`config.mk`:
```
export PLATFORM = sky130hd
export DESIGN_NAME = epu_top
export DESIGN_NICKNAME = d
export VERILOG_FILES = /design/src/logic/epu_pkg.sv /design/src/logic/epu_stage1.sv /design/src/logic/epu_commit.sv /design/src/logic/epu_msr_file.sv /design/src/logic/epu_top.sv
export SDC_FILE = /design/constraint.sdc
export NUM_CORES = 1
export LEC_CHECK = 0
export BUFFER_PORTS_ARGS = -buffer_cell sky130_fd_sc_hd__buf_2
export CAP_MARGIN = 0
export CORE_MARGIN = 2
export CORE_UTILIZATION = 43
export CTS_BUF_LIST = sky130_fd_sc_hd__clkbuf_8
export DETAILED_ROUTE_END_ITERATION = 16
export MAX_ROUTING_LAYER = met4
export PLACE_DENSITY = 0.71
export REMOVE_ABC_BUFFERS = 1
export SYNTH_ARGS = -nofsm -noshare
export SYNTH_HDL_FRONTEND = slang
export SYNTH_SLANG_ARGS = --single-unit
export TNS_END_PERCENT = 30
```
`constraint.sdc`:
```
create_clock -name clk -period 10.3 [get_ports clk]
set_input_delay 0.515 -clock clk [delete_from_list [all_inputs] [get_ports clk]]
set_output_delay 0.515 -clock clk [all_outputs]
set_load 0.02 [all_outputs]
```
`src/logic/epu_pkg.sv`:
```
// Fixed vectors and identity words; PSR flag bits 3..0 are not implemented and read as zero
`default_nettype none

package epu_pkg;

   localparam int DW          = 32;
   localparam int AW          = 32;
   localparam int PC_W        = AW - 2;
   localparam int PSR_W       = 10;
   localparam int MSR_BANK_AW = 4;
   localparam int MSR_OFF_AW  = 9;
   localparam int SR_NUM      = 4;

   // Bank codes, address bits 12..9
   localparam logic [MSR_BANK_AW-1:0] BANK_PS = 4'd0;
   localparam logic [MSR_BANK_AW-1:0] BANK_SR = 4'd8;

   // One-hot offset bits inside the PS bank
   localparam int OFF_PSR    = 0;
   localparam int OFF_CPUID  = 1;
   localparam int OFF_EPSR   = 2;
   localparam int OFF_EPC    = 3;
   localparam int OFF_ELSA   = 4;
   localparam int OFF_COREID = 5;

   localparam logic [DW-1:0] CPUID_VAL  = 32'h0001_0a21;
   localparam logic [DW-1:0] COREID_VAL = 32'h0000_0003;

   localparam logic [AW-1:0] VEC_ESYSCALL = 32'h0000_0100;
   localparam logic [AW-1:0] VEC_EINSN    = 32'h0000_0200;
   localparam logic [AW-1:0] VEC_EIRQ     = 32'h0000_0300;
   localparam logic [AW-1:0] VEC_EALIGN   = 32'h0000_0400;

   // Only rm set out of reset
   localparam logic [PSR_W-1:0] PSR_RST = 10'h010;

   typedef struct packed {
      logic rmsr;
      logic wmsr;
      logic eret;
      logic esyscall;
      logic einsn;
      logic eirq;
   } epu_opc_t;

   typedef struct packed {
      logic            valid;
      logic [PC_W-1:0] pc;
      logic [PC_W-1:0] npc;
      epu_opc_t        opc;
      logic [DW-1:0]   operand1;
      logic [DW-1:0]   operand2;
      logic [DW-1:0]   imm;
   } ex_req_t;

   typedef union packed {
      logic [DW-1:0] raw;
      struct packed {
         logic [DW-MSR_BANK_AW-MSR_OFF_AW-1:0] upper;
         logic [MSR_BANK_AW-1:0]               bank;
         logic [MSR_OFF_AW-1:0]                off;
      } f;
   } msr_addr_u;

   typedef union packed {
      logic [DW-1:0] raw;
      struct packed {
         logic [DW-PSR_W-1:0] pad;
         logic                dce;
         logic                ice;
         logic                dmme;
         logic                imme;
         logic                ire;
         logic                rm;
         logic [3:0]          flags;
      } f;
   } psr_data_u;

   typedef struct packed {
      logic              eret;
      logic              esyscall;
      logic              einsn;
      logic              eirq;
      logic              psr_refetch;
      logic              we_psr;
      logic              we_epc;
      logic              we_epsr;
      logic              we_elsa;
      logic              we_sr;
      logic [SR_NUM-1:0] sr_off;
      psr_data_u         wdat;
      logic [PC_W-1:0]   epc;
      logic [PC_W-1:0]   npc;
   } epu_commit_t;

   typedef struct packed {
      logic              exc_ent;
      logic              psr_we;
      psr_data_u         psr_nxt;
      logic              epsr_we;
      psr_data_u         epsr_nxt;
      logic              epc_we;
      logic [DW-1:0]     epc_nxt;
      logic              elsa_we;
      logic [DW-1:0]     elsa_nxt;
      logic [SR_NUM-1:0] sr_we;
      logic [DW-1:0]     sr_nxt;
   } msr_write_t;

   typedef struct packed {
      psr_data_u                 psr;
      psr_data_u                 epsr;
      logic [DW-1:0]             epc;
      logic [DW-1:0]             elsa;
      logic [SR_NUM-1:0][DW-1:0] sr;
   } msr_state_t;

endpackage

`default_nettype wire

```
`src/logic/epu_stage1.sv`:
```
// MSR reads return in the same cycle; banks other than PS and SR read as zero and ignore writes
`timescale 1ns/1ps
`default_nettype none

module epu_stage1
(
   input  logic                    clk,
   input  logic                    reset,
   input  logic                    flush_s1,
   input  logic                    p_ce_s1,
   input  epu_pkg::ex_req_t        ex,
   input  epu_pkg::msr_state_t     state,
   output logic [epu_pkg::DW-1:0]  epu_dout,
   output logic                    epu_dout_valid,
   output epu_pkg::epu_commit_t    commit
);
   import epu_pkg::*;

   msr_addr_u     addr;
   logic          live;
   logic          bank_ps;
   logic          bank_sr;
   logic          wmsr_ps;
   logic [DW-1:0] dout_ps;
   logic [DW-1:0] dout_sr;
   epu_commit_t   commit_d;

   // Base from operand one, low 15 bits from the immediate
   assign addr.raw = ex.operand1 | {{(DW-15){1'b0}}, ex.imm[14:0]};

   assign bank_ps = (addr.f.bank == BANK_PS);
   assign bank_sr = (addr.f.bank == BANK_SR);

   // Instruction still alive in this slot
   assign live = ex.valid & ~flush_s1;

   assign dout_ps =
      ({DW{addr.f.off[OFF_PSR]}}    & state.psr.raw) |
      ({DW{addr.f.off[OFF_CPUID]}}  & CPUID_VAL) |
      ({DW{addr.f.off[OFF_EPSR]}}   & state.epsr.raw) |
      ({DW{addr.f.off[OFF_EPC]}}    & state.epc) |
      ({DW{addr.f.off[OFF_ELSA]}}   & state.elsa) |
      ({DW{addr.f.off[OFF_COREID]}} & COREID_VAL);

   // Lowest set offset bit wins
   always_comb
   begin
      dout_sr = '0;
      for (int i = SR_NUM - 1; i >= 0; i--)
      begin
         if (addr.f.off[i])
            dout_sr = state.sr[i];
      end
   end

   assign epu_dout = ({DW{bank_ps}} & dout_ps) | ({DW{bank_sr}} & dout_sr);
   assign epu_dout_valid = live & ex.opc.rmsr;

   assign wmsr_ps = live & ex.opc.wmsr & bank_ps;

   always_comb
   begin
      commit_d             = '0;
      commit_d.eret        = live & ex.opc.eret;
      commit_d.esyscall    = live & ex.opc.esyscall;
      commit_d.einsn       = live & ex.opc.einsn;
      commit_d.eirq        = live & ex.opc.eirq;
      commit_d.we_psr      = wmsr_ps & addr.f.off[OFF_PSR];
      commit_d.we_epc      = wmsr_ps & addr.f.off[OFF_EPC];
      commit_d.we_epsr     = wmsr_ps & addr.f.off[OFF_EPSR];
      commit_d.we_elsa     = wmsr_ps & addr.f.off[OFF_ELSA];
      commit_d.we_sr       = live & ex.opc.wmsr & bank_sr;
      // New PSR mode bits take effect from a refetch of the next insn
      commit_d.psr_refetch = commit_d.we_psr;
      commit_d.sr_off      = addr.f.off[SR_NUM-1:0];
      commit_d.wdat.raw    = ex.operand2;
      commit_d.epc         = ex.pc;
      commit_d.npc         = ex.npc;
   end

   // A flush loads an empty entry, back-pressure holds the old one
   always_ff @(posedge clk)
   begin
      if (reset)
      begin
         commit.eret        <= 1'b0;
         commit.esyscall    <= 1'b0;
         commit.einsn       <= 1'b0;
         commit.eirq        <= 1'b0;
         commit.psr_refetch <= 1'b0;
         commit.we_psr      <= 1'b0;
         commit.we_epc      <= 1'b0;
         commit.we_epsr     <= 1'b0;
         commit.we_elsa     <= 1'b0;
         commit.we_sr       <= 1'b0;
      end
      else if (p_ce_s1 | flush_s1)
      begin
         commit <= commit_d;
      end
   end

   // Decode upstream must never issue two EPU operations at once
   a_opc_onehot: assert property (
      @(posedge clk) disable iff (reset)
      ex.valid |-> $onehot0(ex.opc)
   );

endmodule

`default_nettype wire

```
`src/logic/epu_commit.sv`:
```
// Combinational commit of the held entry; expects at most one flush cause per cycle
`timescale 1ns/1ps
`default_nettype none

module epu_commit
(
   input  logic                      clk,
   input  logic                      reset,
   input  epu_pkg::epu_commit_t      commit,
   input  epu_pkg::msr_state_t       state,
   input  logic                      s2i_ealign,
   input  logic                      p_ce_s2,
   input  logic [epu_pkg::AW-1:0]    s2i_vaddr,
   output epu_pkg::msr_write_t       wr,
   output logic                      exc_flush,
   output logic [epu_pkg::PC_W-1:0]  exc_flush_tgt
);
   import epu_pkg::*;

   logic exc_ent;
   logic exc_ent_q;
   logic save_psr;
   logic set_elsa;

   // ERET leaves exception mode, so it is not an entry
   assign exc_ent  = commit.esyscall | commit.einsn | commit.eirq | s2i_ealign;
   assign save_psr = exc_ent & ~exc_ent_q;
   assign set_elsa = commit.einsn | s2i_ealign;

   always_ff @(posedge clk)
   begin
      if (reset)
         exc_ent_q <= 1'b0;
      else
         exc_ent_q <= exc_ent;
   end

   always_comb
   begin
      wr.exc_ent = exc_ent;

      wr.psr_we  = commit.we_psr | commit.eret;
      wr.psr_nxt = state.psr;
      if (commit.we_psr)
      begin
         wr.psr_nxt = commit.wdat;
      end
      else
      begin
         // Restore mode bits, cache enables stay
         wr.psr_nxt.f.rm   = state.epsr.f.rm;
         wr.psr_nxt.f.ire  = state.epsr.f.ire;
         wr.psr_nxt.f.imme = state.epsr.f.imme;
         wr.psr_nxt.f.dmme = state.epsr.f.dmme;
      end

      // EPSR only takes the PSR on the first cycle of an entry
      wr.epsr_we  = commit.we_epsr | save_psr;
      wr.epsr_nxt = commit.we_epsr ? commit.wdat : state.psr;

      // Syscall returns past itself, other exceptions retry the insn
      wr.epc_we = commit.we_epc | exc_ent;
      if (commit.we_epc)
         wr.epc_nxt = commit.wdat.raw;
      else if (commit.esyscall)
         wr.epc_nxt = {commit.npc, 2'b00};
      else
         wr.epc_nxt = {commit.epc, 2'b00};

      wr.elsa_we = commit.we_elsa | set_elsa;
      if (commit.einsn)
         wr.elsa_nxt = {commit.epc, 2'b00};
      else if (s2i_ealign)
         wr.elsa_nxt = s2i_vaddr;
      else
         wr.elsa_nxt = commit.wdat.raw;

      wr.sr_we  = commit.sr_off & {SR_NUM{commit.we_sr}};
      wr.sr_nxt = commit.wdat.raw;
   end

   assign exc_flush = p_ce_s2 & (commit.eret | commit.esyscall | commit.einsn |
                                 commit.eirq | commit.psr_refetch | s2i_ealign);

   assign exc_flush_tgt =
      ({PC_W{commit.esyscall}}    & VEC_ESYSCALL[2 +: PC_W]) |
      ({PC_W{commit.einsn}}       & VEC_EINSN[2 +: PC_W]) |
      ({PC_W{commit.eirq}}        & VEC_EIRQ[2 +: PC_W]) |
      ({PC_W{s2i_ealign}}         & VEC_EALIGN[2 +: PC_W]) |
      ({PC_W{commit.psr_refetch}} & commit.npc) |
      ({PC_W{commit.eret}}        & state.epc[2 +: PC_W]);

   // Target is an and-or, so two causes would merge vectors
   a_one_cause: assert property (
      @(posedge clk) disable iff (reset)
      $onehot0({commit.eret, commit.esyscall, commit.einsn, commit.eirq,
                commit.psr_refetch, s2i_ealign})
   );

endmodule

`default_nettype wire

```
`src/logic/epu_msr_file.sv`:
```
// PSR keeps bits 9..4 only; EPSR stores the low 10 bits of whatever is written
`timescale 1ns/1ps
`default_nettype none

module epu_msr_file
(
   input  logic                 clk,
   input  logic                 reset,
   input  epu_pkg::msr_write_t  wr,
   output epu_pkg::msr_state_t  state
);
   import epu_pkg::*;

   logic [PSR_W-1:0]          psr_q;
   logic [PSR_W-1:0]          epsr_q;
   logic [DW-1:0]             epc_q;
   logic [DW-1:0]             elsa_q;
   logic [SR_NUM-1:0][DW-1:0] sr_q;
   psr_data_u                 psr_ent;

   // Exception entry forces kernel mode with IRQs and MMUs off
   always_comb
   begin
      psr_ent        = state.psr;
      psr_ent.f.rm   = 1'b1;
      psr_ent.f.ire  = 1'b0;
      psr_ent.f.imme = 1'b0;
      psr_ent.f.dmme = 1'b0;
   end

   always_ff @(posedge clk)
   begin
      if (reset)
      begin
         psr_q  <= PSR_RST;
         epsr_q <= '0;
         epc_q  <= '0;
         elsa_q <= '0;
      end
      else
      begin
         // Flags are dropped on write
         if (wr.psr_we)
            psr_q <= {wr.psr_nxt.raw[PSR_W-1:4], 4'b0000};
         else if (wr.exc_ent)
            psr_q <= psr_ent.raw[PSR_W-1:0];
         if (wr.epsr_we)
            epsr_q <= wr.epsr_nxt.raw[PSR_W-1:0];
         if (wr.epc_we)
            epc_q <= wr.epc_nxt;
         if (wr.elsa_we)
            elsa_q <= wr.elsa_nxt;
      end
   end

   always_ff @(posedge clk)
   begin
      if (reset)
         sr_q <= '0;
      else
      begin
         for (int i = 0; i < SR_NUM; i++)
         begin
            if (wr.sr_we[i])
               sr_q[i] <= wr.sr_nxt;
         end
      end
   end

   always_comb
   begin
      state.psr.raw  = {{(DW-PSR_W){1'b0}}, psr_q};
      state.epsr.raw = {{(DW-PSR_W){1'b0}}, epsr_q};
      state.epc      = epc_q;
      state.elsa     = elsa_q;
      state.sr       = sr_q;
   end

endmodule

`default_nettype wire

```
`src/logic/epu_top.sv`:
```
// No handshake; p_ce_s1, p_ce_s2, flush_s1 and ex.valid are plain strobes from the pipeline
`timescale 1ns/1ps
`default_nettype none

module epu_top
(
   input  logic                      clk,
   input  logic                      reset,
   input  logic                      flush_s1,
   input  logic                      p_ce_s1,
   input  logic                      p_ce_s2,
   input  epu_pkg::ex_req_t          ex,
   input  logic                      s2i_ealign,
   input  logic [epu_pkg::AW-1:0]    s2i_vaddr,
   output logic [epu_pkg::DW-1:0]    epu_dout,
   output logic                      epu_dout_valid,
   output logic                      exc_flush,
   output logic [epu_pkg::PC_W-1:0]  exc_flush_tgt
);
   import epu_pkg::*;

   epu_commit_t commit;
   msr_write_t  wr;
   msr_state_t  state;

   // Decode, read and commit entry
   epu_stage1 u_stage1
   (
      .clk            (clk),
      .reset          (reset),
      .flush_s1       (flush_s1),
      .p_ce_s1        (p_ce_s1),
      .ex             (ex),
      .state          (state),
      .epu_dout       (epu_dout),
      .epu_dout_valid (epu_dout_valid),
      .commit         (commit)
   );

   // Next values and flush
   epu_commit u_commit
   (
      .clk           (clk),
      .reset         (reset),
      .commit        (commit),
      .state         (state),
      .s2i_ealign    (s2i_ealign),
      .p_ce_s2       (p_ce_s2),
      .s2i_vaddr     (s2i_vaddr),
      .wr            (wr),
      .exc_flush     (exc_flush),
      .exc_flush_tgt (exc_flush_tgt)
   );

   epu_msr_file u_msr_file
   (
      .clk   (clk),
      .reset (reset),
      .wr    (wr),
      .state (state)
   );

endmodule

`default_nettype wire

```
; After elaboration in Yosys (flattened, before gate mapping)
; Index checks and enable logic that the tools add are counted.
[word_totals]
ff_bits = 314
inputBits = 201
output_inout_bits = 64
wordCells = 94
[op_classes]
eq_ne = 1
muxes = 13
n_bitwise = 53
n_reduce_logical = 4
[ops]
columns = cell, count
row1 = $mux 32, 8
row2 = $and 32x32->32, 4
row3 = $or 32x32->32, 4
row4 = $and 32x10->32, 2
row5 = $and 30x30->30, 2
row6 = $or 30x30->30, 2
row7 = $or 32x17->32, 1
row8 = $or 32x2->32, 1
row9 = $or 30x8->30, 1
row10 = $or 30x9->30, 1
row11 = $mux 10, 2
row12 = $and 1x1->1, 15
row13 = $or 1x1->1, 14
row14 = $or 13x13->13, 1
row15 = $mux 8, 1
row16 = $or 7x8->8, 1
row17 = $and 4x4->4, 1
row18 = $eq 4x4->1 const B, 1
row19 = $logic_not 4->1, 1
row20 = $mux 4, 1
row21 = $reduce_and 2->1, 2
row22 = $not 1->1, 3
row23 = $mux 2, 1
row24 = $reduce_bool 2->1, 1

; Longest topological paths before layout
[depth]
ltp_word = 9
depth_mapped = 7
depth_no_buf = 5

; Hierarchy
; A second synthesis with hierarchy kept.
[unflattened]
hier_cells = 1537
area_unflattened_um2 = 15527.4
[modules_own_cells]
columns = mod, instances, cells_per_inst, area_per_inst_um2, seq_area_each_um2
row1 = epu_msr_file, 1, 726, 7694.9, 4164.0
row2 = epu_stage1, 1, 445, 5141.2, 3062.9
row3 = epu_commit, 1, 366, 2691.3, 20.0

; Worst setup path after synthesis
; No wires, ideal clock.
[synth_path]
path_type = input -> register
start = in reset
end = reg, netlist name u_stage1.commit[101]
setup_time_ps = 87
t_arrival_ps = 5401
required_ps = 10213
path_slack_ps = 4812
cell_stages = 4
n_path_buf = 1
path_cell_list = clkbuf_1 -> nor2_1 -> nand3b_4 -> o21ai_2
[synth_rtl]
columns = item, line
row1 = "start, declared", epu_top.sv:8  ; input logic reset,

; Final worst setup path
[layout_path]
start = in ex[1] (netlist name)
end = out epu_dout[0] (netlist name)
[layout_between]
elab_chain_len = 8
word_cells_on_any_way = 11
cone_classes = 2 x mux / 9 x bitwise
[layout_rtl]
columns = item, line
row1 = "start, declared", epu_top.sv:12  ; input epu_pkg::ex_req_t ex,
row2 = $or 13x13->13 (*), epu_stage1.sv:29  ; assign addr.raw = ex.operand1 | {{(DW-15){1'b0}}, ex.imm[14:0]};
row3 = $or 32x17->32, epu_stage1.sv:38  ; ({DW{addr.f.off[OFF_PSR]}} & state.psr.raw) |
row4 = $or 32x32->32, epu_stage1.sv:39  ; ({DW{addr.f.off[OFF_CPUID]}} & CPUID_VAL) |
row5 = $or 32x32->32, epu_stage1.sv:40  ; ({DW{addr.f.off[OFF_EPSR]}} & state.epsr.raw) |
row6 = $or 32x32->32, epu_stage1.sv:41  ; ({DW{addr.f.off[OFF_EPC]}} & state.epc) |
row7 = $or 32x2->32, epu_stage1.sv:42  ; ({DW{addr.f.off[OFF_ELSA]}} & state.elsa) |
row8 = $and 32x32->32, epu_stage1.sv:56  ; assign epu_dout = ({DW{bank_ps}} & dout_ps) | ({DW{bank_sr}} & dout_sr);
row9 = $or 32x32->32 (*), epu_stage1.sv:56
row10 = "end, declared", epu_top.sv:15  ; output logic [epu_pkg::DW-1:0] epu_dout,
; Every way passes the cells marked *; elsewhere a longest branch is shown, timed or not.

==> impl.org <==
** Die
- Starting utilization of the core area :: 43.50%
- The floorplan step defined a die boundary enclosing 33280 um^2.
- Core area :: 31470 um^2
- The die is 182.4 um tall.
- The floorplan has 65 rows.
- Die boundary width :: 182.4 um
- Number of ports placed on the die boundary :: 265

** Yosys
- Count of flip-flops with a built-in enable after synthesis :: 96
- Yosys top cell area share :: 31.88%
- Synth Area in Adders :: 0%
- Post-synthesis average cell area :: 8.759 um^2
- Number of different library cells in the post-synthesis netlist :: 43
- Synth Area in Compound Gates :: 19.61%
- Summed instance area of the synthesized netlist :: 13690 um^2
- After Yosys synthesis, and, or, nand and nor cells account for 18.04% of the synthesized area.
- Post-synthesis xor/xnor area fraction :: 0%
- Sequential cells were found to cover 52.93% of the synthesized design area.
- Yosys warning total :: 0
- After synthesis, the largest family of logic cells by area is compound AO/OA/AOI/OAI gates.
- Portion of netlist area occupied by mux cells :: 5.118%
- Number of flip-flops and latches in the synthesized netlist :: 314
- Summed over all instances, the cell type with the most area after synthesis is sky130_fd_sc_hd__dfxtp_1.
- For this run, the leading register cell type out of synthesis is sky130_fd_sc_hd__dfxtp_1.
- Synthesis handed over a netlist of 1563 instances.
- Of all flip-flops after synthesis, the portion carrying an async set or reset was 0%.
- Cell types with the highest counts after synthesis :: sky130_fd_sc_hd__nand2_1 (393), sky130_fd_sc_hd__a21oi_1 (228), sky130_fd_sc_hd__dfxtp_1 (218), sky130_fd_sc_hd__clkbuf_1 (124), sky130_fd_sc_hd__edfxtp_1 (96)
- Yosys instantiated no cell more often than sky130_fd_sc_hd__nand2_1.
- Cells taking the most area after synthesis :: sky130_fd_sc_hd__dfxtp_1 (32%), sky130_fd_sc_hd__edfxtp_1 (21%), sky130_fd_sc_hd__nand2_1 (11%)

** Global routing
- Antenna violations before repair :: 1
- The first global-routing pass estimated 62.12 mm of wire.
- After global routing the overflow that remains totals 0.
- The number of global-route vias before repair was 11390.
- In the global route stage, overall resource usage came out at 24.17%.
- Pin count of the biggest net entering global routing :: 97

** Placement
- Detail Placement HPWL :: 22.63 mm
- # port buffers :: 220
- At the end of routability-driven placement, the weighted congestion stood at 0.7593.
- Worst slack at placement :: 6.561 ns

** Clock network
- H-tree depth :: 2
- Clock sink count :: 314
- Clock tree from TritonCTS :: built
- Worst-path clk slew :: 0.06 ns
- TritonCTS created 54 clock buffers.
- Buffers added to address setup during post-CTS repair amount to 0.
- For this design, the CTS-stage hold fixing added 0 buffers.
- Clock insertion delay at the later pin of the skew report :: 0.59 ns
- The clock passes through at most 3 buffers.
- Clock tree synthesis selected as its root buffer the cell sky130_fd_sc_hd__clkbuf_8.
- Post_cts resized :: 0

** Pwr
- Overall power consumption after layout is estimated at 2.815 mW.
- The worst-case IR drop observed on VDD is 0.1283 mV.
- Portion of total power attributed to sequential cells :: 49.2%
- Switching share of power :: 24.47%
- Summed over all nets, the switching power comes to 0.6889 mW.
- Comb pwr share :: 7.3%
- The clock network burns 43.5% of the power.
- Cell internal power was estimated by the tool at 2.126 mW.
- Pleak :: 6.139 nW
- For this design the ratio of total power to cell area is 174.8 nW/um^2.

** Drt
- In the routed design, unresolved DRC markers number 0.
- Total vias in the final route :: 12200
- Detailed-route wire length :: 40.28 mm
- The count of nets left with antenna violations once routing finished came out at 0.
- After detailed routing, the average wire length per cell comes to 18.66 um.
- Average vias per placed instance :: 5.649
- The detailed router finished its first iteration with 1171 violations.
- The first TritonRoute pass finished after 8 iterations.

** Finish
- For this run, the post-layout net count is 1911.
- Of the cells placed in the final design, the portion with a size suffix greater than 1 is 19.59%.
- From synthesis to final layout, the design area changed by 17.66%.

** Setup path
- Crit path capture type :: output pin
- Data on the critical path is required at its endpoint by 9.79 ns.
- The largest individual stage delay along the critical path comes from the cell sky130_fd_sc_hd__nor2_4.
- For this run, the slowest stage of the critical path takes 0.87 ns.
- STA classifies the critical path startpoint as an input pin.
- Along the worst path, the maximum fanout reaches 36.
- Together, buffers and inverters on the worst path number 3.
- The critical path is of the input pin to output pin type.
- Broken down by cell family, the worst path's largest delay share belongs to buffers and inverters.
- In this design, the critical path's most frequently occurring cell is sky130_fd_sc_hd__buf_2.
- Arrival time of the worst setup path :: 3.34 ns
- The critical path goes through buf_2 > nor2_4 > inv_2 > a2111oi_0 > a21o_1 > o21ai_0 > buf_2.

** Timing
- The total count of max-transition violations in the final report is 0.
- Final critical path time including I/O delays and setup :: 3.850 ns
- Setup repair after global routing missed its margin :: false
- Final setup violation count :: 0
- Final Cycle Share :: 37.38%
- TNS Setup :: 0 ns
- Final number of hold-violating endpoints :: 0
- At the pin with the least slew margin, the transition time is 1.138 ns.
- Fin Clk Skew :: 0.02209 ns
- In this run the tightest slew margin relative to its limit is 23.98%.
- The worst path meets setup with 6.450 ns of slack.
- Timing would allow up to 259.7 MHz.

** Min path
- The tightest min-delay check is of the input pin to flop type.

** Run
- Max-cap violations in this run came to 0.

** Status
- The flow ran to the end, and the final reports show no timing, DRC or antenna violations.
-- registers in the layout (all words and copies together) (netlist names) --
register / cells
u_msr_file.epsr_q: 10
u_commit.exc_ent_q: 1
u_stage1.commit: 105
u_msr_file.epc_q: 32
u_msr_file.state: 128
u_msr_file.psr_q: 6
u_msr_file.elsa_q: 32
-- layout make-up --
| cell class | instances | area (um^2) |
|---|---|---|
| Multi-Input combinational cell | 1099 | 5916 |
| Fill cell | 2949 | 15370 |
| Tap cell | 402 | 503.0 |
| Antenna cell | 1 | 2.502 |
| Inverter | 6 | 22.52 |
| Clock inverter | 32 | 227.7 |
| Timing Repair Buffer | 235 | 1220 |
| Clock buffer | 70 | 963.4 |
| Sequential cell | 314 | 7253 |
-- logic make-up after synthesis --
group | after synthesis
AND/OR/NAND/NOR | 583
multiplexers | 70
AO/OA/AOI/OAI | 446
buffers and inverters | 150
flip-flops | 314
-- worst reg2reg max path, delay by kind of cell, from the launching register on --
kind | cells | cell delay, ns
AOI/OAI and AO/OA | 2 | 0.49
buffers and inverters | 2 | 0.74
DFF | 1 | 0.31
and+or+nand+nor | 1 | 1.16
-- placed cells by master (no fill, tap or decap), drive strengths merged, types with 26 or more instances in the layout --
cell	n
nand2	393
buf	235
a21oi	229
dfxtp	218
edfxtp	96
mux2i	70
clkbuf	70
o21ai	68
nand3	65
nor2	53
and3	34
a22o	31
o22ai	31
a211o	31
inv	26
-- routing by layer --
metal	wire length, um	track usage [%]
met1	17450	31.24
met2	18950	39.08
met3	3075	4.171
met4	813	7.097
met5	0	-
-- power groups by stage --
stage / clock network, mW / logic, mW / registers [mW]
floorplan: 0 / 0.112 / 1.40
global placement: 0 / 0.201 / 1.41
detailed placement: 0 / 0.205 / 1.41
CTS: 1.25 / 0.206 / 1.38
global route: 1.30 / 0.227 / 1.39
finish: 1.22 / 0.207 / 1.38
-- per-stage QoR --
| step | util, % | hold WS, ns | instances | instance area [um^2] |
|---|---|---|---|---|
| 2_1_floorplan | - | 0.4253 | 1419 | 13130 |
| 3_3_place_gp | 47.39 | 0.4374 | 2056 | 14910 |
| 3_5_place_dp | 47.39 | 0.4434 | 2056 | 14910 |
| 4_1_cts | 51.17 | 0.05586 | 2158 | 16110 |
| 5_1_grt | 51.18 | 0.06430 | 2159 | 16110 |
| 6_report | 51.18 | 0.09414 | 2159 | 16110 |
-- path summary, 6_finish.rpt --
check,startpoint,to,slack [ns],cells past startpoint
min,ex[106],u_stage1.commit[4],0.09,1
max,ex[1],epu_dout[0],6.45,7
min reg2reg,u_msr_file.elsa_q[21],u_msr_file.elsa_q[21],0.45,2
max reg2reg,u_stage1.commit[104],u_msr_file.epc_q[26],7.50,5
No activity file was read; power rests on OpenSTA's default activity.
